<file path="src/source/vfu_pkg.sv">
// Shared definitions of the integer vector functional unit.
// Holds lane geometry, the encodings, the request and response structs and the lane word view.

`default_nettype none

package vfu_pkg;

  //////////////////////////////////////////////////
  // Geometry
  //////////////////////////////////////////////////

  localparam int unsigned ELEN       = 32;
  localparam int unsigned ELENB      = ELEN / 8;
  localparam int unsigned VREG_WORDS = 8;

  typedef logic [7:0] vreg_addr_t;
  typedef logic [1:0] vfu_id_t;

  //////////////////////////////////////////////////
  // Encodings
  //////////////////////////////////////////////////

  typedef enum logic [1:0] {
    EW_8  = 2'd0,
    EW_16 = 2'd1,
    EW_32 = 2'd2
  } vew_e;

  typedef enum logic [2:0] {
    VADD = 3'd0,
    VSUB = 3'd1,
    VAND = 3'd2,
    VOR  = 3'd3,
    VXOR = 3'd4,
    VMIN = 3'd5,
    VMAX = 3'd6
  } vfu_op_e;

  //////////////////////////////////////////////////
  // Interface structs
  //////////////////////////////////////////////////

  typedef struct packed {
    vfu_id_t     id;
    vfu_op_e     op;
    vew_e        vsew;
    logic [7:0]  vl;
    logic [4:0]  vs1;
    logic [4:0]  vs2;
    logic [4:0]  vd;
    logic [31:0] rs1;
    logic [31:0] rs2;
    logic [4:0]  rd;
    logic        use_vs1;
    logic        is_scalar;
  } vfu_req_t;

  typedef struct packed {
    vfu_id_t     id;
    logic [4:0]  rd;
    logic        wb;
    logic [31:0] result;
  } vfu_rsp_t;

  // Travels with every word through the lanes
  typedef struct packed {
    vfu_id_t     id;
    vreg_addr_t  vd_addr;
    logic [4:0]  rd;
    logic        wb;
    logic        last;
    logic [31:0] be;
  } vfu_tag_t;

  // One lane word, split by element width
  typedef union packed {
    logic [3:0][7:0]  b;
    logic [1:0][15:0] h;
    logic [31:0]      w;
  } lane_word_u;

  typedef struct packed {
    vfu_op_e    op;
    vew_e       vsew;
    lane_word_u op1;
    lane_word_u op2;
    logic       en;
  } lane_in_t;

endpackage

`default_nettype wire

</file>
<file path="src/source/vfu_issue_ctrl.sv">
// Issue control of the vector functional unit.
// Walks an instruction word by word, addresses the VRF, builds lane operands
// and the per-word tag with the tail byte mask.

`timescale 1ns/10ps
`default_nettype none

module vfu_issue_ctrl #(
  parameter int unsigned N_LANES = 2
) (
  input  logic                                  clk_i,
  input  logic                                  rst_n_i,
  input  vfu_pkg::vfu_req_t                     req_i,
  input  logic                                  req_valid_i,
  output logic                                  req_ready_o,
  output vfu_pkg::vreg_addr_t [1:0]             vrf_raddr_o,
  output logic [1:0]                            vrf_re_o,
  input  logic [1:0]                            vrf_rvalid_i,
  input  logic [1:0][N_LANES*vfu_pkg::ELEN-1:0] vrf_rdata_i,
  output vfu_pkg::lane_in_t [N_LANES-1:0]       lane_in_o,
  output logic                                  lane_valid_o,
  input  logic [N_LANES-1:0]                    lane_ready_i,
  output vfu_pkg::vfu_tag_t                     tag_o
);
  import vfu_pkg::*;

  localparam int unsigned NB = N_LANES * ELENB;

  logic [8:0] cnt_q;
  logic [7:0] word_q;
  logic [8:0] elem_per_word;
  logic [8:0] cnt_next;
  logic       last_word;
  logic       operands_ok;
  lane_word_u rs1_rep;

  //////////////////////////////////////////////////
  // Element counter
  //////////////////////////////////////////////////

  assign elem_per_word = 9'(NB) >> req_i.vsew;
  assign cnt_next      = cnt_q + elem_per_word;
  assign last_word     = req_i.is_scalar || (cnt_next >= {1'b0, req_i.vl});

  always_ff @(posedge clk_i) begin
    if (!rst_n_i) begin
      cnt_q  <= '0;
      word_q <= '0;
    end else if (lane_valid_o) begin
      if (last_word) begin
        cnt_q  <= '0;
        word_q <= '0;
      end else begin
        cnt_q  <= cnt_next;
        word_q <= word_q + 8'd1;
      end
    end
  end

  //////////////////////////////////////////////////
  // VRF reads and issue handshake
  //////////////////////////////////////////////////

  // Port 0 reads vs2, port 1 reads vs1
  assign vrf_re_o[0]    = req_valid_i && !req_i.is_scalar;
  assign vrf_re_o[1]    = req_valid_i && !req_i.is_scalar && req_i.use_vs1;
  assign vrf_raddr_o[0] = vreg_addr_t'(req_i.vs2 * VREG_WORDS) + word_q;
  assign vrf_raddr_o[1] = vreg_addr_t'(req_i.vs1 * VREG_WORDS) + word_q;

  assign operands_ok  = &(vrf_rvalid_i | ~vrf_re_o);
  assign lane_valid_o = req_valid_i && operands_ok && (&lane_ready_i);
  assign req_ready_o  = lane_valid_o && last_word;

  //////////////////////////////////////////////////
  // Operands and tag
  //////////////////////////////////////////////////

  always_comb begin
    unique case (req_i.vsew)
      EW_8:    rs1_rep.w = {4{req_i.rs1[7:0]}};
      EW_16:   rs1_rep.w = {2{req_i.rs1[15:0]}};
      default: rs1_rep.w = req_i.rs1;
    endcase
  end

  always_comb begin
    for (int l = 0; l < N_LANES; l++) begin
      lane_in_o[l].op   = req_i.op;
      lane_in_o[l].vsew = req_i.vsew;
      // Scalar work runs on lane 0 alone
      lane_in_o[l].en   = !req_i.is_scalar || (l == 0);
      if (req_i.is_scalar) begin
        lane_in_o[l].op1.w = req_i.rs1;
        lane_in_o[l].op2.w = req_i.rs2;
      end else begin
        lane_in_o[l].op1.w = req_i.use_vs1 ? vrf_rdata_i[1][l*ELEN +: ELEN] : rs1_rep.w;
        lane_in_o[l].op2.w = vrf_rdata_i[0][l*ELEN +: ELEN];
      end
    end
  end

  always_comb begin
    logic [8:0] elem_idx;
    tag_o         = '0;
    tag_o.id      = req_i.id;
    tag_o.vd_addr = vreg_addr_t'(req_i.vd * VREG_WORDS) + word_q;
    tag_o.rd      = req_i.rd;
    tag_o.wb      = req_i.is_scalar;
    tag_o.last    = last_word;
    // Tail mask, byte on when its element sits below vl
    for (int b = 0; b < NB; b++) begin
      elem_idx    = cnt_q + 9'(b >> req_i.vsew);
      tag_o.be[b] = !req_i.is_scalar && (elem_idx < {1'b0, req_i.vl});
    end
  end

  // Follow-on words start inside the vector
  assert property (@(posedge clk_i) disable iff (!rst_n_i)
    lane_valid_o && !req_i.is_scalar && cnt_q != '0 |-> cnt_q < {1'b0, req_i.vl});

endmodule

`default_nettype wire

</file>
<file path="src/source/vfu_lane.sv">
// Integer lane of the vector functional unit.
// Two-stage valid/ready pipeline around an element-width ALU.

`timescale 1ns/10ps
`default_nettype none

module vfu_lane (
  input  logic              clk_i,
  input  logic              rst_n_i,
  input  vfu_pkg::lane_in_t in_i,
  input  vfu_pkg::vfu_tag_t tag_i,
  input  logic              in_valid_i,
  output logic              in_ready_o,
  output logic [31:0]       result_o,
  output vfu_pkg::vfu_tag_t tag_o,
  output logic              out_valid_o,
  input  logic              out_ready_i
);
  import vfu_pkg::*;

  lane_in_t   s1_in_q;
  vfu_tag_t   s1_tag_q;
  logic       s1_valid_q;
  lane_word_u s2_res_q;
  vfu_tag_t   s2_tag_q;
  logic       s2_valid_q;
  logic       s2_en_q;
  logic       s1_ready;
  logic       s2_ready;
  lane_word_u alu_res;

  // One element, vs2 op vs1 (rs2 op rs1 for scalar work)
  function automatic logic [31:0] elem_op(input vfu_op_e op, input logic signed [31:0] a,
                                          input logic signed [31:0] b);
    unique case (op)
      VADD:    return b + a;
      VSUB:    return b - a;
      VAND:    return b & a;
      VOR:     return b | a;
      VXOR:    return b ^ a;
      VMIN:    return (b < a) ? b : a;
      VMAX:    return (b > a) ? b : a;
      default: return b;
    endcase
  endfunction

  //////////////////////////////////////////////////
  // ALU
  //////////////////////////////////////////////////

  // Sign-extended per element, then cut back so carries stay inside
  always_comb begin
    logic [31:0] tmp;
    alu_res.w = '0;
    tmp       = '0;
    unique case (s1_in_q.vsew)
      EW_8: begin
        for (int i = 0; i < 4; i++) begin
          tmp          = elem_op(s1_in_q.op, $signed(s1_in_q.op1.b[i]), $signed(s1_in_q.op2.b[i]));
          alu_res.b[i] = tmp[7:0];
        end
      end
      EW_16: begin
        for (int i = 0; i < 2; i++) begin
          tmp          = elem_op(s1_in_q.op, $signed(s1_in_q.op1.h[i]), $signed(s1_in_q.op2.h[i]));
          alu_res.h[i] = tmp[15:0];
        end
      end
      default: alu_res.w = elem_op(s1_in_q.op, $signed(s1_in_q.op1.w), $signed(s1_in_q.op2.w));
    endcase
  end

  //////////////////////////////////////////////////
  // Pipeline
  //////////////////////////////////////////////////

  assign s2_ready   = !s2_valid_q || out_ready_i;
  assign s1_ready   = !s1_valid_q || s2_ready;
  assign in_ready_o = s1_ready;

  always_ff @(posedge clk_i) begin
    if (!rst_n_i) begin
      s1_valid_q <= 1'b0;
      s2_valid_q <= 1'b0;
    end else begin
      // Disabled lanes carry a bubble so all lanes stay in step
      if (s1_ready) begin
        s1_valid_q <= in_valid_i;
      end
      if (s2_ready) begin
        s2_valid_q <= s1_valid_q;
      end
    end
  end

  always_ff @(posedge clk_i) begin
    if (s1_ready && in_valid_i) begin
      s1_in_q  <= in_i;
      s1_tag_q <= tag_i;
    end
    if (s2_ready && s1_valid_q) begin
      s2_res_q <= alu_res;
      s2_tag_q <= s1_tag_q;
      s2_en_q  <= s1_in_q.en;
    end
  end

  assign result_o    = s2_res_q.w;
  assign tag_o       = s2_tag_q;
  assign out_valid_o = s2_valid_q && s2_en_q;

  assert property (@(posedge clk_i) disable iff (!rst_n_i)
    out_valid_o && !out_ready_i |=> out_valid_o && $stable(result_o));

endmodule

`default_nettype wire

</file>
<file path="src/source/vfu_op_queue.sv">
// Request queue of the vector functional unit.
// Two-entry spill register, keeps full throughput while issue is stalled.

`timescale 1ns/10ps
`default_nettype none

module vfu_op_queue (
  input  logic              clk_i,
  input  logic              rst_n_i,
  input  vfu_pkg::vfu_req_t req_i,
  input  logic              req_valid_i,
  output logic              req_ready_o,
  output vfu_pkg::vfu_req_t req_o,
  output logic              req_valid_o,
  input  logic              req_ready_i
);
  import vfu_pkg::*;

  vfu_req_t a_q;
  vfu_req_t b_q;
  logic     a_full_q;
  logic     b_full_q;
  logic     take_in;
  logic     drain_a;

  assign req_ready_o = !b_full_q;
  assign req_valid_o = a_full_q;
  assign req_o       = a_q;
  assign take_in     = req_valid_i && req_ready_o;
  assign drain_a     = a_full_q && req_ready_i;

  always_ff @(posedge clk_i) begin
    if (!rst_n_i) begin
      a_full_q <= 1'b0;
      b_full_q <= 1'b0;
    end else begin
      if (drain_a) begin
        // Spill slot moves up first, otherwise the new request goes straight to A
        if (b_full_q) begin
          a_q      <= b_q;
          b_full_q <= 1'b0;
        end else if (take_in) begin
          a_q <= req_i;
        end else begin
          a_full_q <= 1'b0;
        end
      end else if (!a_full_q && take_in) begin
        a_q      <= req_i;
        a_full_q <= 1'b1;
      end else if (take_in) begin
        b_q      <= req_i;
        b_full_q <= 1'b1;
      end
    end
  end

  // Head of queue must not change under a stalled issue
  assert property (@(posedge clk_i) disable iff (!rst_n_i)
    req_valid_o && !req_ready_i |=> req_valid_o && $stable(req_o));

endmodule

`default_nettype wire

</file>
<file path="src/source/vfu_top.sv">
// Top level of the integer vector functional unit.
// Request queue, issue control, N_LANES integer lanes and the writeback.

`timescale 1ns/10ps
`default_nettype none

module vfu_top #(
  parameter int unsigned N_LANES = 2
) (
  input  logic                                  clk_i,
  input  logic                                  rst_n_i,
  input  vfu_pkg::vfu_req_t                     req_i,
  input  logic                                  req_valid_i,
  output logic                                  req_ready_o,
  output vfu_pkg::vfu_rsp_t                     rsp_o,
  output logic                                  rsp_valid_o,
  input  logic                                  rsp_ready_i,
  output vfu_pkg::vreg_addr_t [1:0]             vrf_raddr_o,
  output logic [1:0]                            vrf_re_o,
  input  logic [1:0]                            vrf_rvalid_i,
  input  logic [1:0][N_LANES*vfu_pkg::ELEN-1:0] vrf_rdata_i,
  output vfu_pkg::vreg_addr_t                   vrf_waddr_o,
  output logic [N_LANES*vfu_pkg::ELEN-1:0]      vrf_wdata_o,
  output logic [N_LANES*vfu_pkg::ELENB-1:0]     vrf_wbe_o,
  output logic                                  vrf_we_o,
  input  logic                                  vrf_wvalid_i
);
  import vfu_pkg::*;

  vfu_req_t                q_req;
  logic                    q_valid;
  logic                    q_ready;
  lane_in_t [N_LANES-1:0]  lane_in;
  logic                    lane_valid;
  logic [N_LANES-1:0]      lane_ready;
  vfu_tag_t                issue_tag;
  logic [N_LANES*ELEN-1:0] lane_result;
  vfu_tag_t [N_LANES-1:0]  lane_tag;
  logic [N_LANES-1:0]      lane_out_valid;
  logic                    wb_ready;

  vfu_op_queue u_op_queue (
    .clk_i      (clk_i),
    .rst_n_i    (rst_n_i),
    .req_i      (req_i),
    .req_valid_i(req_valid_i),
    .req_ready_o(req_ready_o),
    .req_o      (q_req),
    .req_valid_o(q_valid),
    .req_ready_i(q_ready)
  );

  vfu_issue_ctrl #(
    .N_LANES(N_LANES)
  ) u_issue_ctrl (
    .clk_i       (clk_i),
    .rst_n_i     (rst_n_i),
    .req_i       (q_req),
    .req_valid_i (q_valid),
    .req_ready_o (q_ready),
    .vrf_raddr_o (vrf_raddr_o),
    .vrf_re_o    (vrf_re_o),
    .vrf_rvalid_i(vrf_rvalid_i),
    .vrf_rdata_i (vrf_rdata_i),
    .lane_in_o   (lane_in),
    .lane_valid_o(lane_valid),
    .lane_ready_i(lane_ready),
    .tag_o       (issue_tag)
  );

  for (genvar l = 0; l < N_LANES; l++) begin : gen_lanes
    vfu_lane u_lane (
      .clk_i      (clk_i),
      .rst_n_i    (rst_n_i),
      .in_i       (lane_in[l]),
      .tag_i      (issue_tag),
      .in_valid_i (lane_valid),
      .in_ready_o (lane_ready[l]),
      .result_o   (lane_result[l*ELEN +: ELEN]),
      .tag_o      (lane_tag[l]),
      .out_valid_o(lane_out_valid[l]),
      .out_ready_i(wb_ready)
    );
  end

  vfu_writeback #(
    .N_LANES(N_LANES)
  ) u_writeback (
    .clk_i         (clk_i),
    .rst_n_i       (rst_n_i),
    .result_i      (lane_result),
    .tag_i         (lane_tag[0]),
    .result_valid_i(lane_out_valid),
    .result_ready_o(wb_ready),
    .vrf_waddr_o   (vrf_waddr_o),
    .vrf_wdata_o   (vrf_wdata_o),
    .vrf_wbe_o     (vrf_wbe_o),
    .vrf_we_o      (vrf_we_o),
    .vrf_wvalid_i  (vrf_wvalid_i),
    .rsp_o         (rsp_o),
    .rsp_valid_o   (rsp_valid_o),
    .rsp_ready_i   (rsp_ready_i)
  );

endmodule

`default_nettype wire

</file>
<file path="src/source/vfu_writeback.sv">
// Writeback of the vector functional unit.
// Sends vector words to the VRF write port and scalar results to the response,
// then holds the response of a finished vector instruction.

`timescale 1ns/10ps
`default_nettype none

module vfu_writeback #(
  parameter int unsigned N_LANES = 2
) (
  input  logic                              clk_i,
  input  logic                              rst_n_i,
  input  logic [N_LANES*vfu_pkg::ELEN-1:0]  result_i,
  input  vfu_pkg::vfu_tag_t                 tag_i,
  input  logic [N_LANES-1:0]                result_valid_i,
  output logic                              result_ready_o,
  output vfu_pkg::vreg_addr_t               vrf_waddr_o,
  output logic [N_LANES*vfu_pkg::ELEN-1:0]  vrf_wdata_o,
  output logic [N_LANES*vfu_pkg::ELENB-1:0] vrf_wbe_o,
  output logic                              vrf_we_o,
  input  logic                              vrf_wvalid_i,
  output vfu_pkg::vfu_rsp_t                 rsp_o,
  output logic                              rsp_valid_o,
  input  logic                              rsp_ready_i
);
  import vfu_pkg::*;

  logic     have_word;
  logic     word_done;
  logic     pend_q;
  vfu_rsp_t pend_rsp_q;

  // Lane 0 always carries the word, its tag speaks for all lanes
  assign have_word      = result_valid_i[0] && !pend_q;
  assign word_done      = have_word && (tag_i.wb ? rsp_ready_i : vrf_wvalid_i);
  assign result_ready_o = word_done;

  assign vrf_we_o    = have_word && !tag_i.wb;
  assign vrf_waddr_o = tag_i.vd_addr;
  assign vrf_wdata_o = result_i;
  assign vrf_wbe_o   = tag_i.be[N_LANES*ELENB-1:0];

  always_comb begin
    if (pend_q) begin
      rsp_o       = pend_rsp_q;
      rsp_valid_o = 1'b1;
    end else begin
      rsp_o.id     = tag_i.id;
      rsp_o.rd     = tag_i.rd;
      rsp_o.wb     = 1'b1;
      rsp_o.result = result_i[ELEN-1:0];
      rsp_valid_o  = have_word && tag_i.wb;
    end
  end

  // Pending response after the last vector write
  always_ff @(posedge clk_i) begin
    if (!rst_n_i) begin
      pend_q <= 1'b0;
    end else if (word_done && !tag_i.wb && tag_i.last) begin
      pend_q <= 1'b1;
    end else if (pend_q && rsp_ready_i) begin
      pend_q <= 1'b0;
    end
  end

  always_ff @(posedge clk_i) begin
    if (word_done && !tag_i.wb && tag_i.last) begin
      pend_rsp_q <= '{id: tag_i.id, rd: tag_i.rd, wb: 1'b0, result: '0};
    end
  end

  // Lanes move in lockstep, scalar words only on lane 0
  assert property (@(posedge clk_i) disable iff (!rst_n_i)
    result_valid_i[0] |-> (tag_i.wb ? (result_valid_i >> 1) == '0 : &result_valid_i));

endmodule

`default_nettype wire

</file>
<file path="config.mk">
export PLATFORM = sky130hd
export DESIGN_NAME = vfu_top
export DESIGN_NICKNAME = d
export VERILOG_FILES = /design/src/source/vfu_pkg.sv /design/src/source/vfu_issue_ctrl.sv /design/src/source/vfu_lane.sv /design/src/source/vfu_op_queue.sv /design/src/source/vfu_top.sv /design/src/source/vfu_writeback.sv
export SDC_FILE = /design/constraint.sdc
export NUM_CORES = 2
export LEC_CHECK = 0
export BUFFER_PORTS_ARGS = -buffer_cell sky130_fd_sc_hd__buf_2
export CAP_MARGIN = 20
export CORE_AREA = 4 4 263 265
export DETAILED_ROUTE_END_ITERATION = 16
export DIE_AREA = 0 0 267 269
export PLACE_DENSITY_LB_ADDON = 0.05
export SLEW_MARGIN = 20
export SYNTH_ARGS = -nofsm -noshare
export SYNTH_HDL_FRONTEND = slang
export SYNTH_SLANG_ARGS = --single-unit
</file>
<file path="constraint.sdc">
create_clock -name clk_i -period 14.44 [get_ports clk_i]
set_input_delay 2.166 -clock clk_i [delete_from_list [all_inputs] [get_ports clk_i]]
set_output_delay 2.166 -clock clk_i [all_outputs]
set_load 0.01 [all_outputs]
</file>
## Word level (Yosys, flattened, before mapping)

Cells that the tools add are included.

- Flip-flop bits (word level): 485
- Bits of input ports: 236
- Output and inout port bits: 141
- Word-level logic and storage cells: 328

- Add/sub/neg operators: 41
- $lt $le $gt $ge: 37
- Equal/unequal tests: 18
- Shifts and indexed selects: 9
- Muxes and demuxes: 64
- Bitwise logic cells: 47
- Reduce and logical (&&, ||, !) cells: 55

Operator list:

| kind | number |
|---|---|
| case mux 16 bit (7 select lines) | 4 |
| case mux 32 bit (7 select lines) | 2 |
| case mux 8 bit (7 select lines) | 8 |
| two-way mux 101 bit | 4 |
| two-way mux 32 bit | 6 |
| case mux 32 bit (2 select lines) | 3 |
| two-way mux 8 bit | 17 |
| two-way mux 16 bit | 8 |
| two-way mux 64 bit | 2 |
| adder 8 bit | 11 |
| adder 9 bit | 9 |
| less-than comparator 9 x 8 -> 1 bit | 8 |
| adder 16 bit | 4 |
| adder 32 bit | 2 |
| AND 16 bit | 4 |
| AND 32 bit | 2 |
| AND 8 bit | 8 |
| greater-than comparator 16 bit | 4 |
| greater-than comparator 32 bit | 2 |
| greater-than comparator 8 bit | 8 |
| less-than comparator 16 bit | 4 |
| less-than comparator 32 bit | 2 |
| less-than comparator 8 bit | 8 |
| bitwise OR 16 bit | 4 |
| other kinds (36) | 137 |

## Longest topological paths before layout

- Depth after elaboration: 12
- Depth in mapped cells: 21
- Gate-level depth less buffers: 18

## Cells and area by module

A second synthesis with hierarchy kept.

- Cells, all modules: 5090
- Area total of the unflattened synthesis: 48417.7 sq um

By module, submodules not included:

| module | instances | cells each | area an instance (sq um) | seq. area each (sq um) |
|---|---|---|---|---|
| vfu_lane at gen_lanes[1].u_lane | 1 | 1931 | 17005.1 | 6075.8 |
| vfu_lane at gen_lanes[0].u_lane | 1 | 1757 | 16254.3 | 6075.8 |
| vfu_op_queue | 1 | 330 | 7763.7 | 6105.9 |
| vfu_issue_ctrl | 1 | 928 | 6162.2 | 340.3 |
| vfu_writeback | 1 | 144 | 1232.4 | 230.2 |

## Least setup slack after synthesis

No wires, ideal clock.

- Path type: register -> register
- From: register u_op_queue.a_q (netlist bit u_op_queue.req_o[95])
- To: register u_op_queue.b_q[0] (netlist name), enable pin
- Library setup time: 0.684 ns
- Arrival time: 10.273 ns
- Required time: 13.755 ns
- Setup slack: 3.482 ns
- Cell stages (with the launch flop): 19
- Path buffers: 1
- Clock period less this slack: 10.958 ns
- Cells stage by stage: edfxtp_1 -> ha_1 -> xor2_1 -> ha_1 -> a21oi_1 -> nor2_1 -> o21ai_0 -> o31ai_1 -> a21oi_1 -> xnor2_1 -> ha_1 -> o21a_1 -> o21a_1 -> o21a_1 -> o21ai_0 -> and3_1 -> clkbuf_1 -> o21ai_1 -> nor3_1

- Word-level cells in the longest chain between the ends: 8

RTL lines:

| element | line | RTL |
|---|---|---|
| from (decl) | vfu_op_queue.sv:19 | `vfu_req_t a_q;` |
| from (signal assigned) | vfu_op_queue.sv:40 | `a_q <= b_q;` |
| from (signal assigned) | vfu_op_queue.sv:43 | `a_q <= req_i;` |
| from (signal assigned) | vfu_op_queue.sv:48 | `a_q <= req_i;` |
| right shift 4 x 2 -> 9 bit | vfu_issue_ctrl.sv:41 | `assign elem_per_word = 9'(NB) >> req_i.vsew;` |
| adder 9 bit | vfu_issue_ctrl.sv:42 | `assign cnt_next = cnt_q + elem_per_word;` |
| greater-or-equal comparator 9 x 8 -> 1 bit | vfu_issue_ctrl.sv:43 | `assign last_word = req_i.is_scalar \|\| (cnt_next >= {1'b0, req_i.vl});` |
| logical OR 1 bit | vfu_issue_ctrl.sv:43 |  |
| logical AND 1 bit | vfu_issue_ctrl.sv:72 | `assign req_ready_o = lane_valid_o && last_word;` |
| logical AND 1 bit | vfu_op_queue.sv:30 | `assign drain_a = a_full_q && req_ready_i;` |
| NOT 1 bit (no source line) | n/a |  |
| AND reduction 4 bit (no source line) | n/a |  |
| to (signal assigned) | vfu_op_queue.sv:51 | `b_q <= req_i;` |
| to (decl) | vfu_op_queue.sv:20 | `vfu_req_t b_q;` |

No other way between the ends.
A chain may end at the register's enable or synchronous reset.

## Worst setup path in the final report

- From: register u_op_queue.a_q (netlist bit u_op_queue.req_o[95])
- To: register u_op_queue.b_q[31] (netlist name), enable pin

The elaborated chain is that of the path after synthesis.

==> flow_results.xml <==
<?xml version="1.0" encoding="UTF-8"?>
<metrics>
  <group name="route">
    <metric name="dr_total_vias" unit="">40670</metric>
    <metric name="routed.top_layer" unit="">met5</metric>
    <metric name="viasPerCell" unit="">7.053</metric>
    <metric name="dr_wl_met3" unit="um">23760</metric>
    <metric name="wirelength_met1" unit="um">60540</metric>
    <metric name="drcViolationCount" unit="">0</metric>
    <metric name="total_wirelength_of_the_detailed_routed_design" unit="um">162200</metric>
    <metric name="detail_route.first_pass.iterations" unit="">7</metric>
    <metric name="met2WireLength" unit="um">67800</metric>
    <metric name="drt.antenna.violating_nets" unit="">0</metric>
    <metric name="drt-wirelength-per-cell" unit="um">28.12</metric>
    <metric name="detail_route.iter0.violations" unit="">6639</metric>
  </group>
  <group name="grt">
    <metric name="antenna_found_initial" unit="">18</metric>
    <metric name="grt-ovfl-total" unit="">0</metric>
    <metric name="first_global_vias" unit="">37010</metric>
    <metric name="grt_use_total" unit="%">43.10</metric>
    <metric name="grt_pass1_wl" unit="um">234800</metric>
    <metric name="grt_max_degree" unit="">94</metric>
  </group>
  <group name="floorplan">
    <metric name="die_w" unit="um">267</metric>
    <metric name="core_area" unit="um^2">66800</metric>
    <metric name="fp.dieH" unit="um">269</metric>
    <metric name="die-area" unit="um^2">71820</metric>
    <metric name="starting_density_of_the_core" unit="%">61.54</metric>
    <metric name="row_count" unit="">95</metric>
    <metric name="io-pin-count" unit="">377</metric>
  </group>
  <group name="clock_network">
    <metric name="holdBufCountCts" unit="">0</metric>
    <metric name="cts-buffers-inserted" unit="">53</metric>
    <metric name="cts.htree.levels" unit="">2</metric>
    <metric name="cts_root_buffer" unit="">clkbuf_16</metric>
    <metric name="number_of_buffers_inserted_to_repair_setup_after_cts" unit="">0</metric>
    <metric name="post_cts_sizing_count" unit="">0</metric>
    <metric name="clk_pin_slew_worst_paths" unit="ns">0.06</metric>
    <metric name="clock-sinks" unit="">485</metric>
    <metric name="cts-root-to-sink-buffers" unit="">3</metric>
    <metric name="tritoncts" unit="">done</metric>
    <metric name="clk_latency" unit="ns">0.65</metric>
  </group>
  <group name="synth">
    <metric name="synthDominantAreaCellType" unit="">edfxtp_1</metric>
    <metric name="synth_sequential_area_ratio" unit="%">34.84</metric>
    <metric name="synth.top_cells.by_count" unit="">461 x edfxtp_1, 457 x a21oi_1, 401 x nand2_1</metric>
    <metric name="postSynthRegisterBits" unit="">485</metric>
    <metric name="synth_flop_cell" unit="">edfxtp_1</metric>
    <metric name="synthDominantCellAreaShare" unit="%">33.67</metric>
    <metric name="synth_area_leaders" unit="">edfxtp_1 34%, ha_1 9.0%, a21oi_1 5.6%, o21ai_0 4.0%, nand2_1 3.7%</metric>
    <metric name="synthDistinctLibCells" unit="">104</metric>
    <metric name="synth.most_common_cell" unit="">edfxtp_1</metric>
    <metric name="mappedNetlistNets" unit="">5199</metric>
    <metric name="syn_area" unit="um^2">41110</metric>
    <metric name="yosysWarningCount" unit="">0</metric>
    <metric name="synthesis.instances" unit="">4644</metric>
    <metric name="synthesized_area_per_cell" unit="um^2">8.852</metric>
    <metric name="postSynth.asyncResetShare" unit="%">0</metric>
    <metric name="number_of_enable_flip_flop_cells_after_synthesis" unit="">461</metric>
  </group>
  <group name="timing">
    <metric name="fin_crit_sh" unit="%">44.89</metric>
    <metric name="finalCriticalPeriod" unit="ns">6.482</metric>
    <metric name="slew_violations" unit="">0</metric>
    <metric name="number_of_setup_violations_in_the_final_report" unit="">0</metric>
    <metric name="setup-tns-final" unit="ns">0</metric>
    <metric name="grt_setup_unrepaired" unit="">false</metric>
    <metric name="max_freq" unit="MHz">154.3</metric>
    <metric name="timing.clock.skew" unit="ns">0.02280</metric>
    <metric name="max_slew.worst_pin.slew" unit="ns">1.270</metric>
    <metric name="slew_headroom" unit="%">15.04</metric>
    <metric name="final_hold_viol_count" unit="">0</metric>
  </group>
  <group name="setup_path">
    <metric name="arrival" unit="ns">6.75</metric>
    <metric name="setup.worst_path.class" unit="">flop to flop</metric>
    <metric name="cpMostUsedCell" unit="">ha_1</metric>
    <metric name="timing.rr.end" unit="">u_op_queue.b_q[31]$_DFFE_PP_</metric>
    <metric name="cpMaxStageDelayCell" unit="">ha_1</metric>
    <metric name="timing.critical_path.fanout_max" unit="">57</metric>
    <metric name="cp.required" unit="ns">14.70</metric>
    <metric name="slowest_delay" unit="ns">0.83</metric>
    <metric name="ff2ff_setup_slack" unit="ns">7.96</metric>
    <metric name="timing.rr.start" unit="">u_op_queue.req_o[95]$_DFFE_PP_</metric>
    <metric name="cp_cell_sequence" unit="">inv_1 -&gt; ha_1 -&gt; ha_1 -&gt; o311ai_0 -&gt; a21boi_0 -&gt; nand3_1 -&gt; xnor2_1 -&gt; ha_1 -&gt; nand4_1 -&gt; nor2_1 -&gt; nor3_1 -&gt; and3_1 -&gt; o21ai_1 -&gt; nor3_2 -&gt; buf_4 -&gt; buf_4</metric>
    <metric name="crit_path_start_kind" unit="">flop</metric>
    <metric name="worst-r2r-cell-count" unit="">16</metric>
    <metric name="cp-end-kind" unit="">flop</metric>
  </group>
  <group name="pwr">
    <metric name="design_internal_power" unit="mW">2.926</metric>
    <metric name="power.ir.vdd_worst" unit="uV">121.1</metric>
    <metric name="power_switching" unit="mW">1.548</metric>
    <metric name="power_per_cell_area" unit="nW/um^2">98.54</metric>
    <metric name="sequentialPowerShare" unit="%">37.9</metric>
    <metric name="power.switching_fraction" unit="%">34.60</metric>
    <metric name="clkPwrFrac" unit="%">33.3</metric>
    <metric name="share_comb_of_total_power" unit="%">28.8</metric>
    <metric name="power.static_leakage" unit="nW">18.49</metric>
  </group>
  <group name="cells_and_area">
    <metric name="finalNetCount" unit="">5397</metric>
    <metric name="post-route-cell-area" unit="um^2">45410</metric>
    <metric name="area_delta_synth_final" unit="%">10.45</metric>
    <metric name="sequential_cell_area" unit="um^2">14330</metric>
    <metric name="multi_input_comb_area" unit="um^2">24320</metric>
    <metric name="fraction_of_layout_cells_with_a_size_suffix_above_1" unit="%">15.31</metric>
    <metric name="fillers" unit="">5443</metric>
  </group>
  <group name="placement">
    <metric name="port_buffers" unit="">376</metric>
    <metric name="finalWeightedCongestion" unit="">1.023</metric>
    <metric name="place_hpwl" unit="um">117700</metric>
    <metric name="area_of_placed_instances" unit="um^2">43460</metric>
  </group>
  <group name="hold_path">
    <metric name="min_path_cells" unit="">0</metric>
    <metric name="holdCritStartpoint" unit="">gen_lanes[0].u_lane.s1_tag_q[3]$_DFFE_PP_</metric>
    <metric name="hold_path_class" unit="">flop to flop</metric>
    <metric name="hold_end" unit="">gen_lanes[0].u_lane.tag_o[3]$_DFFE_PP_</metric>
  </group>
  <group name="flow_run">
    <metric name="drv.max_cap_violation_count" unit="">0</metric>
  </group>
  <group name="run_status">
    <metric name="status" unit="">complete, no violations</metric>
  </group>
</metrics>
==> power by group through the flow <==
| stage | Clock, mW | Combinational, mW | Sequential [mW] |
|---|---|---|---|
| after detailed placement | 0 | 1.23 | 1.72 |
| after global placement | 0 | 1.22 | 1.72 |
| after CTS | 1.49 | 1.23 | 1.69 |
| after global routing | 1.56 | 1.36 | 1.70 |
| final | 1.49 | 1.29 | 1.69 |
| after floorplan | 0 | 0.835 | 1.71 |
==> cells in the final DEF, fill, tap and decap left out, types with 61 or more instances in the layout <==
master,count
edfxtp_1,461
a21oi_1,457
nand2_1,400
buf_2,376
o21ai_0,330
nor2_1,325
inv_1,311
ha_1,296
xnor2_1,116
mux2_2,114
mux2i_1,96
a22oi_1,85
buf_4,82
nor3_1,78
nor2b_1,77
a21o_1,64
nand3_1,63
o211ai_1,61
==> routing by layer <==
layer	up-vias	track usage, %
met4	12	22.09
met3	603	11.87
met1	19110	58.48
li1	17720	-
met2	3233	63.59
met5	-	0
==> worst max path at each step <==
stage | startpoint | to | slack [ns]
CTS | u_op_queue.req_o[95]$_DFFE_PP_ | u_op_queue.b_q[31]$_DFFE_PP_ | 8.02
global placement | u_op_queue.req_o[95]$_DFFE_PP_ | u_op_queue.b_q[30]$_DFFE_PP_ | 8.17
finish | u_op_queue.req_o[95]$_DFFE_PP_ | u_op_queue.b_q[31]$_DFFE_PP_ | 7.96
global route | u_op_queue.req_o[95]$_DFFE_PP_ | u_op_queue.b_q[30]$_DFFE_PP_ | 7.50
detailed placement | u_op_queue.req_o[95]$_DFFE_PP_ | u_op_queue.b_q[37]$_DFFE_PP_ | 8.05
floorplan | u_op_queue.req_o[95]$_DFFE_PP_ | u_op_queue.b_q[0]$_DFFE_PP_ | 3.48
==> area by class of cell <==
class,count,share of cell area (%)
Timing Repair Buffer,459,5.544
Antenna cell,8,0.04409
Multi-Input combinational cell,3516,53.57
Inverter,327,2.709
Tap cell,873,2.406
Clock inverter,38,1.105
Sequential cell,485,31.55
Clock buffer,61,3.075
==> sequential cells by signal (all words and copies together) (netlist names), 2 cells and up <==
register	cells
u_issue_ctrl.cnt_q	9
gen_lanes.u_lane.s1_tag_q	25
gen_lanes.u_lane.s1_in_q	138
u_issue_ctrl.word_q	8
gen_lanes.u_lane.result_o	64
gen_lanes.u_lane.tag_o	25
gen_lanes.u_lane.s1_valid_q	2
gen_lanes.u_lane.s2_valid_q	2
u_op_queue.req_o	101
u_op_queue.b_q	101
u_writeback.pend_rsp_q	7
==> critical path, delay by kind of cell, from the launching register on <==
family / cells / cell delay (ns)
adder cells (fa/ha/maj): 3 / 1.42
buffers and inverters: 3 / 1.57
AO/OA/AOI/OAI: 3 / 1.01
XOR/XNOR: 1 / 0.27
AND/OR/NAND/NOR: 6 / 1.15
flip-flops: 1 / 0.60
==> cell families after synthesis <==
group	after synthesis	share of synthesized area (%)
flip-flops	485	34.84
adder cells (fa/ha/maj)	319	10.13
XOR/XNOR	163	3.473
multiplexers	211	5.485
buffers and inverters	643	6.267
AO/OA/AOI/OAI	1650	26.68
AND/OR/NAND/NOR	1173	13.13
==> per-stage QoR <==
stage | hold WS (ns) | power (mW) | std cells | worst slack (ns) | util [%]
floorplan | 0.4003 | 2.541 | 4644 | 3.482 | -
detailed placement | 0.4045 | 2.947 | 5659 | 8.048 | 65.06
global route | 0.4174 | 4.617 | 5764 | 7.499 | 67.96
global placement | 0.4009 | 2.934 | 5659 | 8.167 | 65.06
CTS | 0.4111 | 4.420 | 5758 | 8.016 | 67.90
finish | 0.4105 | 4.474 | 5767 | 7.958 | 67.97
(Power assumes the default switching activity.)
